### src/hw/lane_pkg.sv
// Vector lane shared definitions
`default_nettype none

package lane_pkg;

  ////////////////////////////////////////
  // Geometry
  ////////////////////////////////////////

  localparam int unsigned ElemsPerVReg = 8;
  localparam int unsigned NrVRegs      = 32;

  // One VRF word per element of every register
  localparam int unsigned NrVrfWords   = NrVRegs * ElemsPerVReg;

  ////////////////////////////////////////
  // Scalar types
  ////////////////////////////////////////

  typedef logic [31:0] elen_t;
  typedef logic [$clog2(NrVRegs)-1:0] vreg_t;
  typedef logic [$clog2(ElemsPerVReg)-1:0] elem_idx_t;

  // Must also hold vl equal to ElemsPerVReg
  typedef logic [$clog2(ElemsPerVReg+1)-1:0] vlen_t;

  // Register number in the upper bits, element index below
  typedef logic [$bits(vreg_t)+$bits(elem_idx_t)-1:0] vaddr_t;

  typedef logic [1:0] vid_t;

  typedef enum logic [2:0] {
    VADD,
    VSUB,
    VAND,
    VOR,
    VXOR,
    VSTORE
  } lane_op_e;

  ////////////////////////////////////////
  // Request structs
  ////////////////////////////////////////

  // Instruction from the main sequencer
  typedef struct packed {
    vid_t     id;
    lane_op_e op;
    vreg_t    vs1;
    vreg_t    vs2;
    vreg_t    vd;
    vlen_t    vl;
  } pe_req_t;

  // VRF write, from the ALU or the load unit
  typedef struct packed {
    vaddr_t addr;
    elen_t  data;
  } vrf_write_t;

  // Per-element ALU command, aligned with the VRF read data
  typedef struct packed {
    lane_op_e op;
    vaddr_t   addr;
    logic     last;
  } alu_cmd_t;

endpackage

`default_nettype wire

### src/hw/lane_alu.sv
// Integer lane ALU
`timescale 1ns/10ps
`default_nettype none

module lane_alu import lane_pkg::*; (
  input  logic       clk_i,
  input  logic       rst_ni,
  input  alu_cmd_t   cmd_i,
  input  logic       cmd_valid_i,
  // Operand A is vs1, operand B is vs2
  input  elen_t      op_a_i,
  input  elen_t      op_b_i,
  output vrf_write_t wr_o,
  output logic       wr_valid_o,
  output logic       last_o
);

  elen_t      result;
  vrf_write_t wr_q;
  logic       wr_valid_q;
  logic       last_q;

  ////////////////////////////////////////
  // Datapath
  ////////////////////////////////////////

  always_comb begin
    result = '0;
    case (cmd_i.op)
      VADD:    result = op_b_i + op_a_i;
      VSUB:    result = op_b_i - op_a_i;
      VAND:    result = op_b_i & op_a_i;
      VOR:     result = op_b_i | op_a_i;
      VXOR:    result = op_b_i ^ op_a_i;
      default: result = '0;
    endcase
  end

  ////////////////////////////////////////
  // Writeback stage
  ////////////////////////////////////////

  always_ff @(posedge clk_i or negedge rst_ni) begin
    if (!rst_ni) begin
      wr_valid_q <= 1'b0;
      last_q     <= 1'b0;
    end else begin
      wr_valid_q <= cmd_valid_i;
      last_q     <= cmd_valid_i && cmd_i.last;
    end
  end

  always_ff @(posedge clk_i) begin
    if (cmd_valid_i) begin
      wr_q.addr <= cmd_i.addr;
      wr_q.data <= result;
    end
  end

  assign wr_o       = wr_q;
  assign wr_valid_o = wr_valid_q;
  assign last_o     = last_q;

endmodule

`default_nettype wire

### config.mk
export PLATFORM = sky130hd
export DESIGN_NAME = lane_alu
export DESIGN_NICKNAME = d
export VERILOG_FILES = /design/src/hw/lane_pkg.sv /design/src/hw/lane_alu.sv
export SDC_FILE = /design/constraint.sdc
export NUM_CORES = 1
export LEC_CHECK = 0
export BUFFER_PORTS_ARGS = -buffer_cell sky130_fd_sc_hd__buf_2
export CAP_MARGIN = 30
export CORE_MARGIN = 10
export CORE_UTILIZATION = 30
export CTS_CLUSTER_SIZE = 25
export DETAILED_ROUTE_END_ITERATION = 12
export PLACE_DENSITY = 0.6
export RECOVER_POWER = 100
export SKIP_CTS_REPAIR_TIMING = 1
export SLEW_MARGIN = 20
export SYNTH_ARGS = -nofsm -noshare
export SYNTH_HDL_FRONTEND = slang
export SYNTH_SLANG_ARGS = --single-unit
### constraint.sdc
create_clock -name clk_i -period 0.8 [get_ports clk_i]
set_input_delay 0.04 -clock clk_i [delete_from_list [all_inputs] [get_ports clk_i]]
set_output_delay 0.04 -clock clk_i [all_outputs]
set_load 0.05 [all_outputs]
==> out/metrics.yaml, run 1 <==
run_status:
  status: "complete, but fails checks"
  failed_checks: "setup timing"
global_route:
  first_global_vias: 5868
  grt_max_degree: 46
  grt_pass1_wl_mm: 29.8
  antenna_found_initial: 0
  grt_util_all_layers: 0.150
  grt-ovfl-total: 0
synth:
  synth_cells: 667
  synth_area_mm2: 0.00551
  postSynth.asyncResetShare: 0.0476
  synth_cell_types: 64
  synth-seq-cells: 42
  ys_top_cells_by_area: "edfxtp_1, ha_1, xnor2_1"
  synth_top_area_share: 0.218
  yosysTopAreaCell: "edfxtp_1"
  yosysSeqAreaShare: 0.227
  yosysWarnings: 0
  synth_fp_nets: 843
  synth_edf_count: 40
  synth-main-ff-cell: "edfxtp_1"
  synth.avg_cell_area_um2: 8.26
worst_setup_path:
  crit_fanout: 6
  critPathCaptureType: "register"
  startpoint_type: "input port"
  critPathRequiredTime_ns: 0.84
  critPathKind: "in -> reg"
  worst-endpoint-arrival_ns: 3.50
route:
  remaining_drc_errors: 0
  wl_mm: 19.9
  wire_per_inst_um: 16.3
  routed_via_density: 4.99
  vias: 6097
  initialDrtViolationCount: 273
  dr.pass1.iters: 4
  antenna_left: 0
clock_tree:
  path_clk_slew_ns: 0.07
  clock_sinks: 42
  cts_root_buffer: "clkbuf_16"
  htreeDepth: 2
  numCtsBuffers: 5
  clockBufferDepth: 2
  cts_tree: "built"
sta:
  min_period_ns: 3.46
  max_freq_ghz: 0.289
  hold_ws_ns: 0.0555
  setup_viol_count_final: 73
  tightest_slew_ns: 0.610
  slew_violations: 0
  final.setup.worst_slack_ns: -2.66
  setup-tns-final_ns: -65.90
  finalCritPeriodShare: 4.33
  relSlewSlack: 0.593
  rsz0062_at_grt: "true"
  hold_viol_final: 0
finish:
  antenna_cells: 0
  final_nets: 1168
  layout_commonest_cell: "buf_4"
  final_layout_size_suffix_gt1_frac: 0.448
  layout_common_cells: "buf_4, ha_1, buf_2, inv_1, buf_6"
  area_growth_pct: 66.5
placement:
  portBuffers: 120
  place_congestion: 0.908
  dp_hpwl_mm: 15.4
power_and_ir_drop:
  switching_share: 0.378
  switchingPower_uw: 4770
  pwr-share-seq: 0.227
  peakVddDrop_uv: 758
  clock_power_share: 0.227
  leakagePower_uw: 0.00441
  p_int_uw: 7840
  pwr-share-comb: 0.546
  power_density_mw_per_mm2: 1370
floorplanning:
  die_w_um: 156
  fp.coreArea_mm2: 0.0180
  start_util: 0.306
  die-area_mm2: 0.0242
  dieHeight_um: 156
  rows: 49
  ios: 121
run:
  drv_cap: 0
worst_hold_path:
  hp-class: "in -> async"
==> power by group through the flow <==
| stage | combinational, µW | sequential [µW] | clock (µW) |
|---|---|---|---|
| 5_1_grt | 7460 | 2880 | 3000 |
| 2_1_floorplan | 2660 | 3710 | 0 |
| 4_1_cts | 5930 | 2800 | 2930 |
| 6_report | 6890 | 2860 | 2860 |
| 3_5_place_dp | 5890 | 2840 | 0 |
| 3_3_place_gp | 5830 | 2840 | 0 |
==> kinds of logic (layout without fill, tap and decap cells) <==
group                      after synthesis  count (layout)  synth area share
buffers and inverters                  106             432            0.0729
xor gates and xnor gates                53              53            0.0843
AOI/OAI and AO/OA                      202             202             0.239
DFF                                     42              42             0.227
muxes                                    4               4           0.00727
adders and majority gates               97              97             0.222
and+or+nand+nor                        163             163             0.148
==> per-stage QoR <==
stage | instance area (µm²) | std cells | util | setup WS (ns) | power, µW
6_report | 9170 | 1222 | 0.509 | -2.66 | 12600
3_5_place_dp | 8040 | 1190 | 0.446 | -3.02 | 8730
4_1_cts | 8240 | 1198 | 0.457 | -2.69 | 11700
2_1_floorplan | 5740 | 667 | - | -2.74 | 6380
3_3_place_gp | 8040 | 1190 | 0.446 | -2.93 | 8670
5_1_grt | 9170 | 1222 | 0.509 | -2.84 | 13300
==> worst paths after layout <==
| check | start | to | slack [ns] | cells after the start |
|---|---|---|---|---|
| setup / recovery | op_a_i[3] | wr_o[30] | -2.66 | 17 |
| hold / removal | rst_ni | wr_valid_o | 0.06 | 2 |
| max in group asynchronous | rst_ni | last_o | 0.63 | 2 |
| min in group clk_i | cmd_i[11] | wr_o[2] | 0.22 | 3 |
==> cell type report <==
type	count	area [µm²]
Clock buffer	6	139
Clock inverter	2	60.1
Fill cell	1695	8850
Inverter	73	274
Multi-Input combinational cell	519	4390
Sequential cell	42	1250
Tap cell	229	287
Timing Repair Buffer	351	2770
==> Yosys cell counts, drive strengths merged, types with 6 or more instances <==
cell,number
xor2,12
clkbuf,25
ha,96
o221ai,8
nand4,8
o22ai,8
inv,73
edfxtp,40
o31ai,11
nand2b,6
a21oi,52
a31oi,14
o21ai,47
nand2,42
xnor2,41
buf,8
nand3,11
nor3,9
nor2,55
a21o,18
a211oi,15
==> per-layer routing <==
layer  GRT usage  vias to the layer above  part of all wire
met3      0.0303                       22             0.049
met2       0.258                      135              0.49
met4      0.0339                        0             0.018
met5           0                        -                 0
met1       0.189                     2883              0.44
li1            -                     3057                 -
==> registers in the layout, indices dropped and copies added, names as in the netlist <==
signal / flops
wr_o: 40
wr_valid_o: 1
last_o: 1
==> worst max-delay path: stages <==
cell and delay, ns:
buf_6 0.09, or3_4 0.41, nor3b_4 0.21, nand2_2 0.10, or4_4 0.55, nand2b_4 0.21, nand2_4 0.09, xnor2_4 0.13
ha_4 0.24, a21oi_2 0.14, nand2_1 0.06, a221o_1 0.38, a32o_2 0.25, a41oi_2 0.17, a31oi_1 0.12, xnor2_1 0.18
o221ai_1 0.12
Note: power is estimated with default switching activity, not from simulation.
==> run 2, diff against run 1 <==
--- a/config.mk
+++ b/config.mk
@@ -9,6 +9,7 @@
 export CAP_MARGIN = 30
 export CORE_MARGIN = 10
 export CORE_UTILIZATION = 30
+export CTS_BUF_LIST = sky130_fd_sc_hd__clkbuf_16
 export CTS_CLUSTER_SIZE = 25
 export DETAILED_ROUTE_END_ITERATION = 12
 export PLACE_DENSITY = 0.6
==> run 2 against run 1 <==
Effect of this change: the flow still finishes with violations (setup timing); global-route usage is essentially flat; routed wire length shrank 0.42%; non-clock buffer count shrank 1; die area stayed put; power down 1.2%; combinational power is 0.9% lower; critical path depth is the same; final cell count hardly changed; final area decreased by 0.59%.
==> out/metrics.yaml, run 2 (same netlist as run 1, synthesis figures left out) <==
power_and_ir_drop:
  switchingPower_uw: 4750  # was 4770 µW
  finalPower_uw: 12500  # was 12600 µW
  leakagePower_uw: 0.00439  # was 0.00441 µW
  power_density_mw_per_mm2: 1370  # about the same
  p_int_uw: 7700  # was 7840 µW
  clock_power_share: 0.222  # was 0.227
  pwr-share-comb: 0.549  # was 0.546
  pwr-share-seq: 0.230  # was 0.227
  switching_share: 0.381  # was 0.378
  peakVddDrop_uv: 758  # about the same
finish:
  final_layout_size_suffix_gt1_frac: 0.444  # was 0.448
  layout_common_cells: "buf_4, ha_1, buf_2, inv_1, buf_6"  # unchanged
  antenna_cells: 0  # unchanged
  area_growth_pct: 65.5  # was 66.5%
  largest_reg_flops: 40  # unchanged
  n_fill_cell: 1703  # was 1695
  layout_commonest_cell: "buf_4"  # unchanged
  final_nets: 1167  # was 1168
route:
  remaining_drc_errors: 0  # unchanged
  routed_via_density: 4.96  # was 4.99
  initialDrtViolationCount: 347  # was 273
  wire_per_inst_um: 16.3  # about the same
  antenna_left: 0  # unchanged
  dr.pass1.iters: 4  # unchanged
  wl_mm: 19.9  # about the same
  vias: 6057  # was 6097
sta:
  final.setup.worst_slack_ns: -2.66  # about the same
  max_freq_ghz: 0.289  # about the same
  hold_viol_final: 0  # unchanged
  setup_viol_count_final: 73  # unchanged
  finalCritPeriodShare: 4.32  # was 4.33
  min_period_ns: 3.46  # about the same
  relSlewSlack: 0.590  # was 0.593
  rsz0062_at_grt: "true"  # unchanged
  tightest_slew_ns: 0.616  # was 0.610 ns
  slew_violations: 0  # unchanged
worst_setup_path:
  cpMaxStageDelayCell: "or4_4"  # unchanged
  critPathCaptureType: "register"  # unchanged
  max_stage_delay_ns: 0.55  # about the same
  path_cells: "buf_6 -> or3_4 -> nor3b_4 -> nand2_2 -> or4_4 -> nand2b_4 -> nand2_4 -> xnor2_4 -> ha_4 -> a21oi_2 -> nand2_1 -> a221o_1 -> a32o_2 -> a41oi_2 -> a31oi_1 -> xnor2_1 -> o221ai_1"  # unchanged
  critPathKind: "in -> reg"  # unchanged
  worst-endpoint-arrival_ns: 3.49  # was 3.50 ns
  critPathRequiredTime_ns: 0.84  # about the same
  startpoint_type: "input port"  # unchanged
  crit_fanout: 6  # unchanged
global_route:
  grt-ovfl-total: 0  # unchanged
  grt_pass1_wl_mm: 29.8  # about the same
  grt_util_all_layers: 0.150  # about the same
  grt_max_degree: 46  # unchanged
  antenna_found_initial: 0  # unchanged
  first_global_vias: 5870  # was 5868
floorplanning:
  rows: 49  # unchanged
  fp.coreArea_mm2: 0.0180  # unchanged
  ios: 121  # unchanged
  dieHeight_um: 156  # unchanged
  die-area_mm2: 0.0242  # unchanged
  die_w_um: 156  # unchanged
  start_util: 0.306  # unchanged
run:
  drv_cap: 0  # unchanged
clock_tree:
  numCtsBuffers: 5  # unchanged
  path_clk_slew_ns: 0.07  # about the same
  htreeDepth: 2  # unchanged
  clock_sinks: 42  # unchanged
  cts_tree: "built"  # unchanged
  clockBufferDepth: 2  # unchanged
  cts_root_buffer: "clkbuf_16"  # unchanged
run_status:
  status: "complete, but fails checks"  # unchanged
  failed_checks: "setup timing"  # unchanged
worst_hold_path:
  hp-class: "in -> async"  # unchanged
placement:
  dp_hpwl_mm: 15.4  # unchanged
  portBuffers: 120  # unchanged
  post-place-ws_ns: -3.02  # unchanged
  place_congestion: 0.908  # unchanged
-- run 2: cell count changes in the layout (fill, tap and decap cells not counted), sizes merged --
cell    delta
clkbuf     -2
clkinv     +1
-- run 2: final cells by class --
class | instances | area [µm²] | area share
Sequential cell | 42 | 1250 | 0.137
Tap cell | 229 | 287 | 0.0314
Clock inverter | 3 | 63.8 | 0.00700
Inverter | 73 | 274 | 0.0301
Clock buffer | 5 | 125 | 0.0137
Timing Repair Buffer | 350 | 2750 | 0.302
Multi-Input combinational cell | 519 | 4370 | 0.479
-- run 2: path summary, 6_finish.rpt --
check / cells after the start / to / startpoint / slack [ns]
max: 17 / wr_o[30] / op_a_i[3] / -2.66
min: 2 / wr_valid_o / rst_ni / 0.05
max in group asynchronous: 2 / last_o / rst_ni / 0.63
min in group clk_i: 3 / wr_o[2] / cmd_i[11] / 0.24
-- run 2: metrics by stage --
stage	util	hold slack (ns)	cell area [µm²]	cells	TNS, ns
after floorplan	-	-0.256	5740	667	-60.08
after global placement	0.446	-0.174	8040	1190	-72.73
after detailed placement	0.446	-0.173	8040	1190	-73.18
after CTS	0.456	-0.495	8230	1198	-69.10
after global routing	0.506	0.0832	9120	1221	-71.38
final	0.506	0.0549	9120	1221	-66.52
-- run 2: routing by layer --
| layer | up-vias | track usage | part of all wire |
|---|---|---|---|
| li1 | 3049 | - | - |
| met3 | 14 | 0.0306 | 0.051 |
| met4 | 0 | 0.0330 | 0.012 |
| met5 | - | 0 | 0 |
| met1 | 2875 | 0.188 | 0.44 |
| met2 | 119 | 0.258 | 0.50 |
-- run 2: worst max-delay path, delay by kind of cell --
| family | cells | cell delay (ns) |
|---|---|---|
| simple gates | 7 | 1.63 |
| fa+ha+maj | 1 | 0.24 |
| xor+xnor | 2 | 0.31 |
| compound gates | 6 | 1.18 |
| buf+inv | 1 | 0.09 |
-- run 2: power groups by stage --
| stage | clock, µW | sequential [µW] | combinational [µW] |
|---|---|---|---|
| global route | 2910 | 2880 | 7400 |
| CTS | 2820 | 2800 | 5930 |
| floorplan | 0 | 3710 | 2660 |
| global placement | 0 | 2840 | 5830 |
| detailed placement | 0 | 2840 | 5890 |
| finish | 2760 | 2860 | 6830 |
==> run 3, diff against run 2 <==
--- a/config.mk
+++ b/config.mk
@@ -14,6 +14,7 @@
 export DETAILED_ROUTE_END_ITERATION = 12
 export PLACE_DENSITY = 0.6
 export RECOVER_POWER = 100
+export REMOVE_ABC_BUFFERS = 1
 export SKIP_CTS_REPAIR_TIMING = 1
 export SLEW_MARGIN = 20
 export SYNTH_ARGS = -nofsm -noshare
==> run 3 against run 2 <==
Effect of this change: the flow still finishes with violations (setup timing); non-clock buffer count is the same; sequential share of layout area fell by 0.092 points; worst setup slack worse by 0.098 ns; first-iteration DRC count increased by 11%; clock power fell by 19%; via count increased by 0.51%; global-route usage rose by 0.30 points; maximum frequency down 2.8%; worst hold slack worse by 0.0050 ns; flip-flop and latch count unchanged; final area rose by 0.67%; largest power group unchanged; die area did not move.
==> out/metrics.yaml, run 3 (same netlist as run 1, synthesis figures left out) <==
run_status:
  status: "complete, but fails checks"  # unchanged
  failed_checks: "setup timing"  # unchanged
route:
  vias: 6088  # was 6057
  dr.pass1.iters: 5  # was 4
  wl_mm: 20.2  # was 19.9 mm
  wire_per_inst_um: 16.6  # was 16.3 µm
  remaining_drc_errors: 0  # unchanged
  antenna_left: 0  # unchanged
  initialDrtViolationCount: 384  # was 347
  routed_via_density: 4.98  # was 4.96
worst_hold_path:
  hp-class: "in -> async"  # unchanged
finish:
  largest_reg_flops: 40  # unchanged
  layout_common_cells: "buf_4, ha_1, buf_2, inv_1, buf_6"  # unchanged
  final_nets: 1167  # unchanged
  layout_commonest_cell: "buf_4"  # unchanged
  final_layout_size_suffix_gt1_frac: 0.465  # was 0.444
  n_fill_cell: 1680  # was 1703
  final_cell_area_mm2: 0.00918  # was 0.00912 mm²
  area_growth_pct: 66.6  # was 65.5%
  final_core_util: 0.509  # was 0.506
global_route:
  first_global_vias: 5981  # was 5870
  grt_util_all_layers: 0.153  # was 0.150
  grt_pass1_wl_mm: 30.4  # was 29.8 mm
  antenna_found_initial: 1  # was 0
  grt-ovfl-total: 0  # unchanged
  grt_max_degree: 34  # was 46
worst_setup_path:
  cpMaxStageDelayCell: "or4_4"  # unchanged
  max_stage_delay_ns: 0.53  # was 0.55 ns
  critPathKind: "in -> reg"  # unchanged
  startpoint_type: "input port"  # unchanged
  critPathCaptureType: "register"  # unchanged
  critPathRequiredTime_ns: 0.86  # was 0.84 ns
  crit_top_cell: "buf_6"
  path_cells: "buf_6 -> or3_4 -> nor3b_4 -> nand2_2 -> or4_4 -> buf_6 -> buf_6 -> o41ai_4 -> xnor2_2 -> ha_4 -> nand2_4 -> o21ai_1 -> nand3_1 -> a31oi_2 -> nor3_4 -> o31a_1 -> mux2i_1 -> nand2_1"  # was buf_6 -> or3_4 -> nor3b_4 -> nand2_2 -> or4_4 -> nand2b_4 -> nand2_4 -> xnor2_4 -> ha_4 -> a21oi_2 -> nand2_1 -> a221o_1 -> a32o_2 -> a41oi_2 -> a31oi_1 -> xnor2_1 -> o221ai_1
  crit_fanout: 5  # was 6
  worst-endpoint-arrival_ns: 3.61  # was 3.49 ns
sta:
  relSlewSlack: 0.555  # was 0.590
  setup-tns-final_ns: -67.10  # was -66.52 ns
  setup_viol_count_final: 73  # unchanged
  finalCritPeriodShare: 4.44  # was 4.32
  hold_viol_final: 0  # unchanged
  min_period_ns: 3.55  # was 3.46 ns
  max_freq_ghz: 0.281  # was 0.289 GHz
  tightest_slew_ns: 0.668  # was 0.616 ns
  final.setup.worst_slack_ns: -2.75  # was -2.66 ns
  slew_violations: 0  # unchanged
  rsz0062_at_grt: "true"  # unchanged
clock_tree:
  path_clk_slew_ns: 0.07  # about the same
  numCtsBuffers: 5  # unchanged
  cts_tree: "built"  # unchanged
  clockBufferDepth: 2  # unchanged
  clock_sinks: 42  # unchanged
  cts_root_buffer: "clkbuf_16"  # unchanged
  htreeDepth: 2  # unchanged
floorplanning:
  die_w_um: 156  # unchanged
  start_util: 0.306  # unchanged
  ios: 121  # unchanged
  fp.coreArea_mm2: 0.0180  # unchanged
  rows: 49  # unchanged
  dieHeight_um: 156  # unchanged
  die-area_mm2: 0.0242  # unchanged
power_and_ir_drop:
  leakagePower_uw: 0.00438  # was 0.00439 µW
  power_density_mw_per_mm2: 1330  # was 1370 mW/mm²
  peakVddDrop_uv: 970  # was 758 µV
placement:
  place_congestion: 0.928  # was 0.908
  portBuffers: 120  # unchanged
  place_area_mm2: 0.00780  # was 0.00804 mm²
  dp_hpwl_mm: 15.5  # was 15.4 mm
run:
  drv_cap: 0  # unchanged
[run 3: routing by layer]
| metal | track usage | vias up | wire, µm |
|---|---|---|---|
| li1 | - | 3044 | - |
| met1 | 0.195 | 2896 | 8940 |
| met2 | 0.261 | 133 | 10000 |
| met3 | 0.0281 | 15 | 1040 |
| met4 | 0.0357 | 0 | 216 |
| met5 | 0 | - | 0 |
[run 3: where the power goes]
part / leakage (µW) / internal, µW / switching [µW]
combinational: 0.00390 / 3320 / 3780
clock: 0.0000704 / 1180 / 1050
sequential: 0.000412 / 2730 / 125
total: 0.00438 / 7220 / 4960
[run 3: metrics by stage]
| step | hold slack (ns) | instances | total power, µW | setup slack, ns |
|---|---|---|---|---|
| finish | 0.0499 | 1222 | 12200 | -2.75 |
| global route | 0.0662 | 1221 | 12900 | -2.94 |
| CTS | -0.495 | 1189 | 10800 | -2.86 |
| detailed placement | -0.172 | 1181 | 8490 | -3.17 |
| global placement | -0.176 | 1181 | 8440 | -3.07 |
| floorplan | -0.256 | 634 | 6060 | -2.83 |
[run 3: cell type report]
class                           count  area (µm²)  area share
Clock inverter                      3        25.0     0.00273
Multi-Input combinational cell    519        4470       0.487
Sequential cell                    42        1250       0.136
Inverter                           73         274      0.0299
Tap cell                          229         287      0.0312
Timing Repair Buffer              350        2740       0.299
Clock buffer                        5         125      0.0136
Antenna cell                        1        2.50    0.000273
[run 3: worst max-delay path by stage]
stage,from,endpoint
after floorplan,op_a_i[4],wr_o[31]
after global placement,op_a_i[2],wr_o[31]
after detailed placement,op_a_i[4],wr_o[31]
final,op_a_i[4],wr_o[31]
after CTS,op_a_i[4],wr_o[31]
after global routing,op_a_i[4],wr_o[29]
[run 3: worst max-delay path, delay by kind of cell]
family          cells  cell delay [ns]
mux                 1             0.15
xor+xnor            1             0.13
simple gates        8             1.58
compound gates      4             1.03
buf+inv             3             0.33
fa+ha+maj           1             0.34
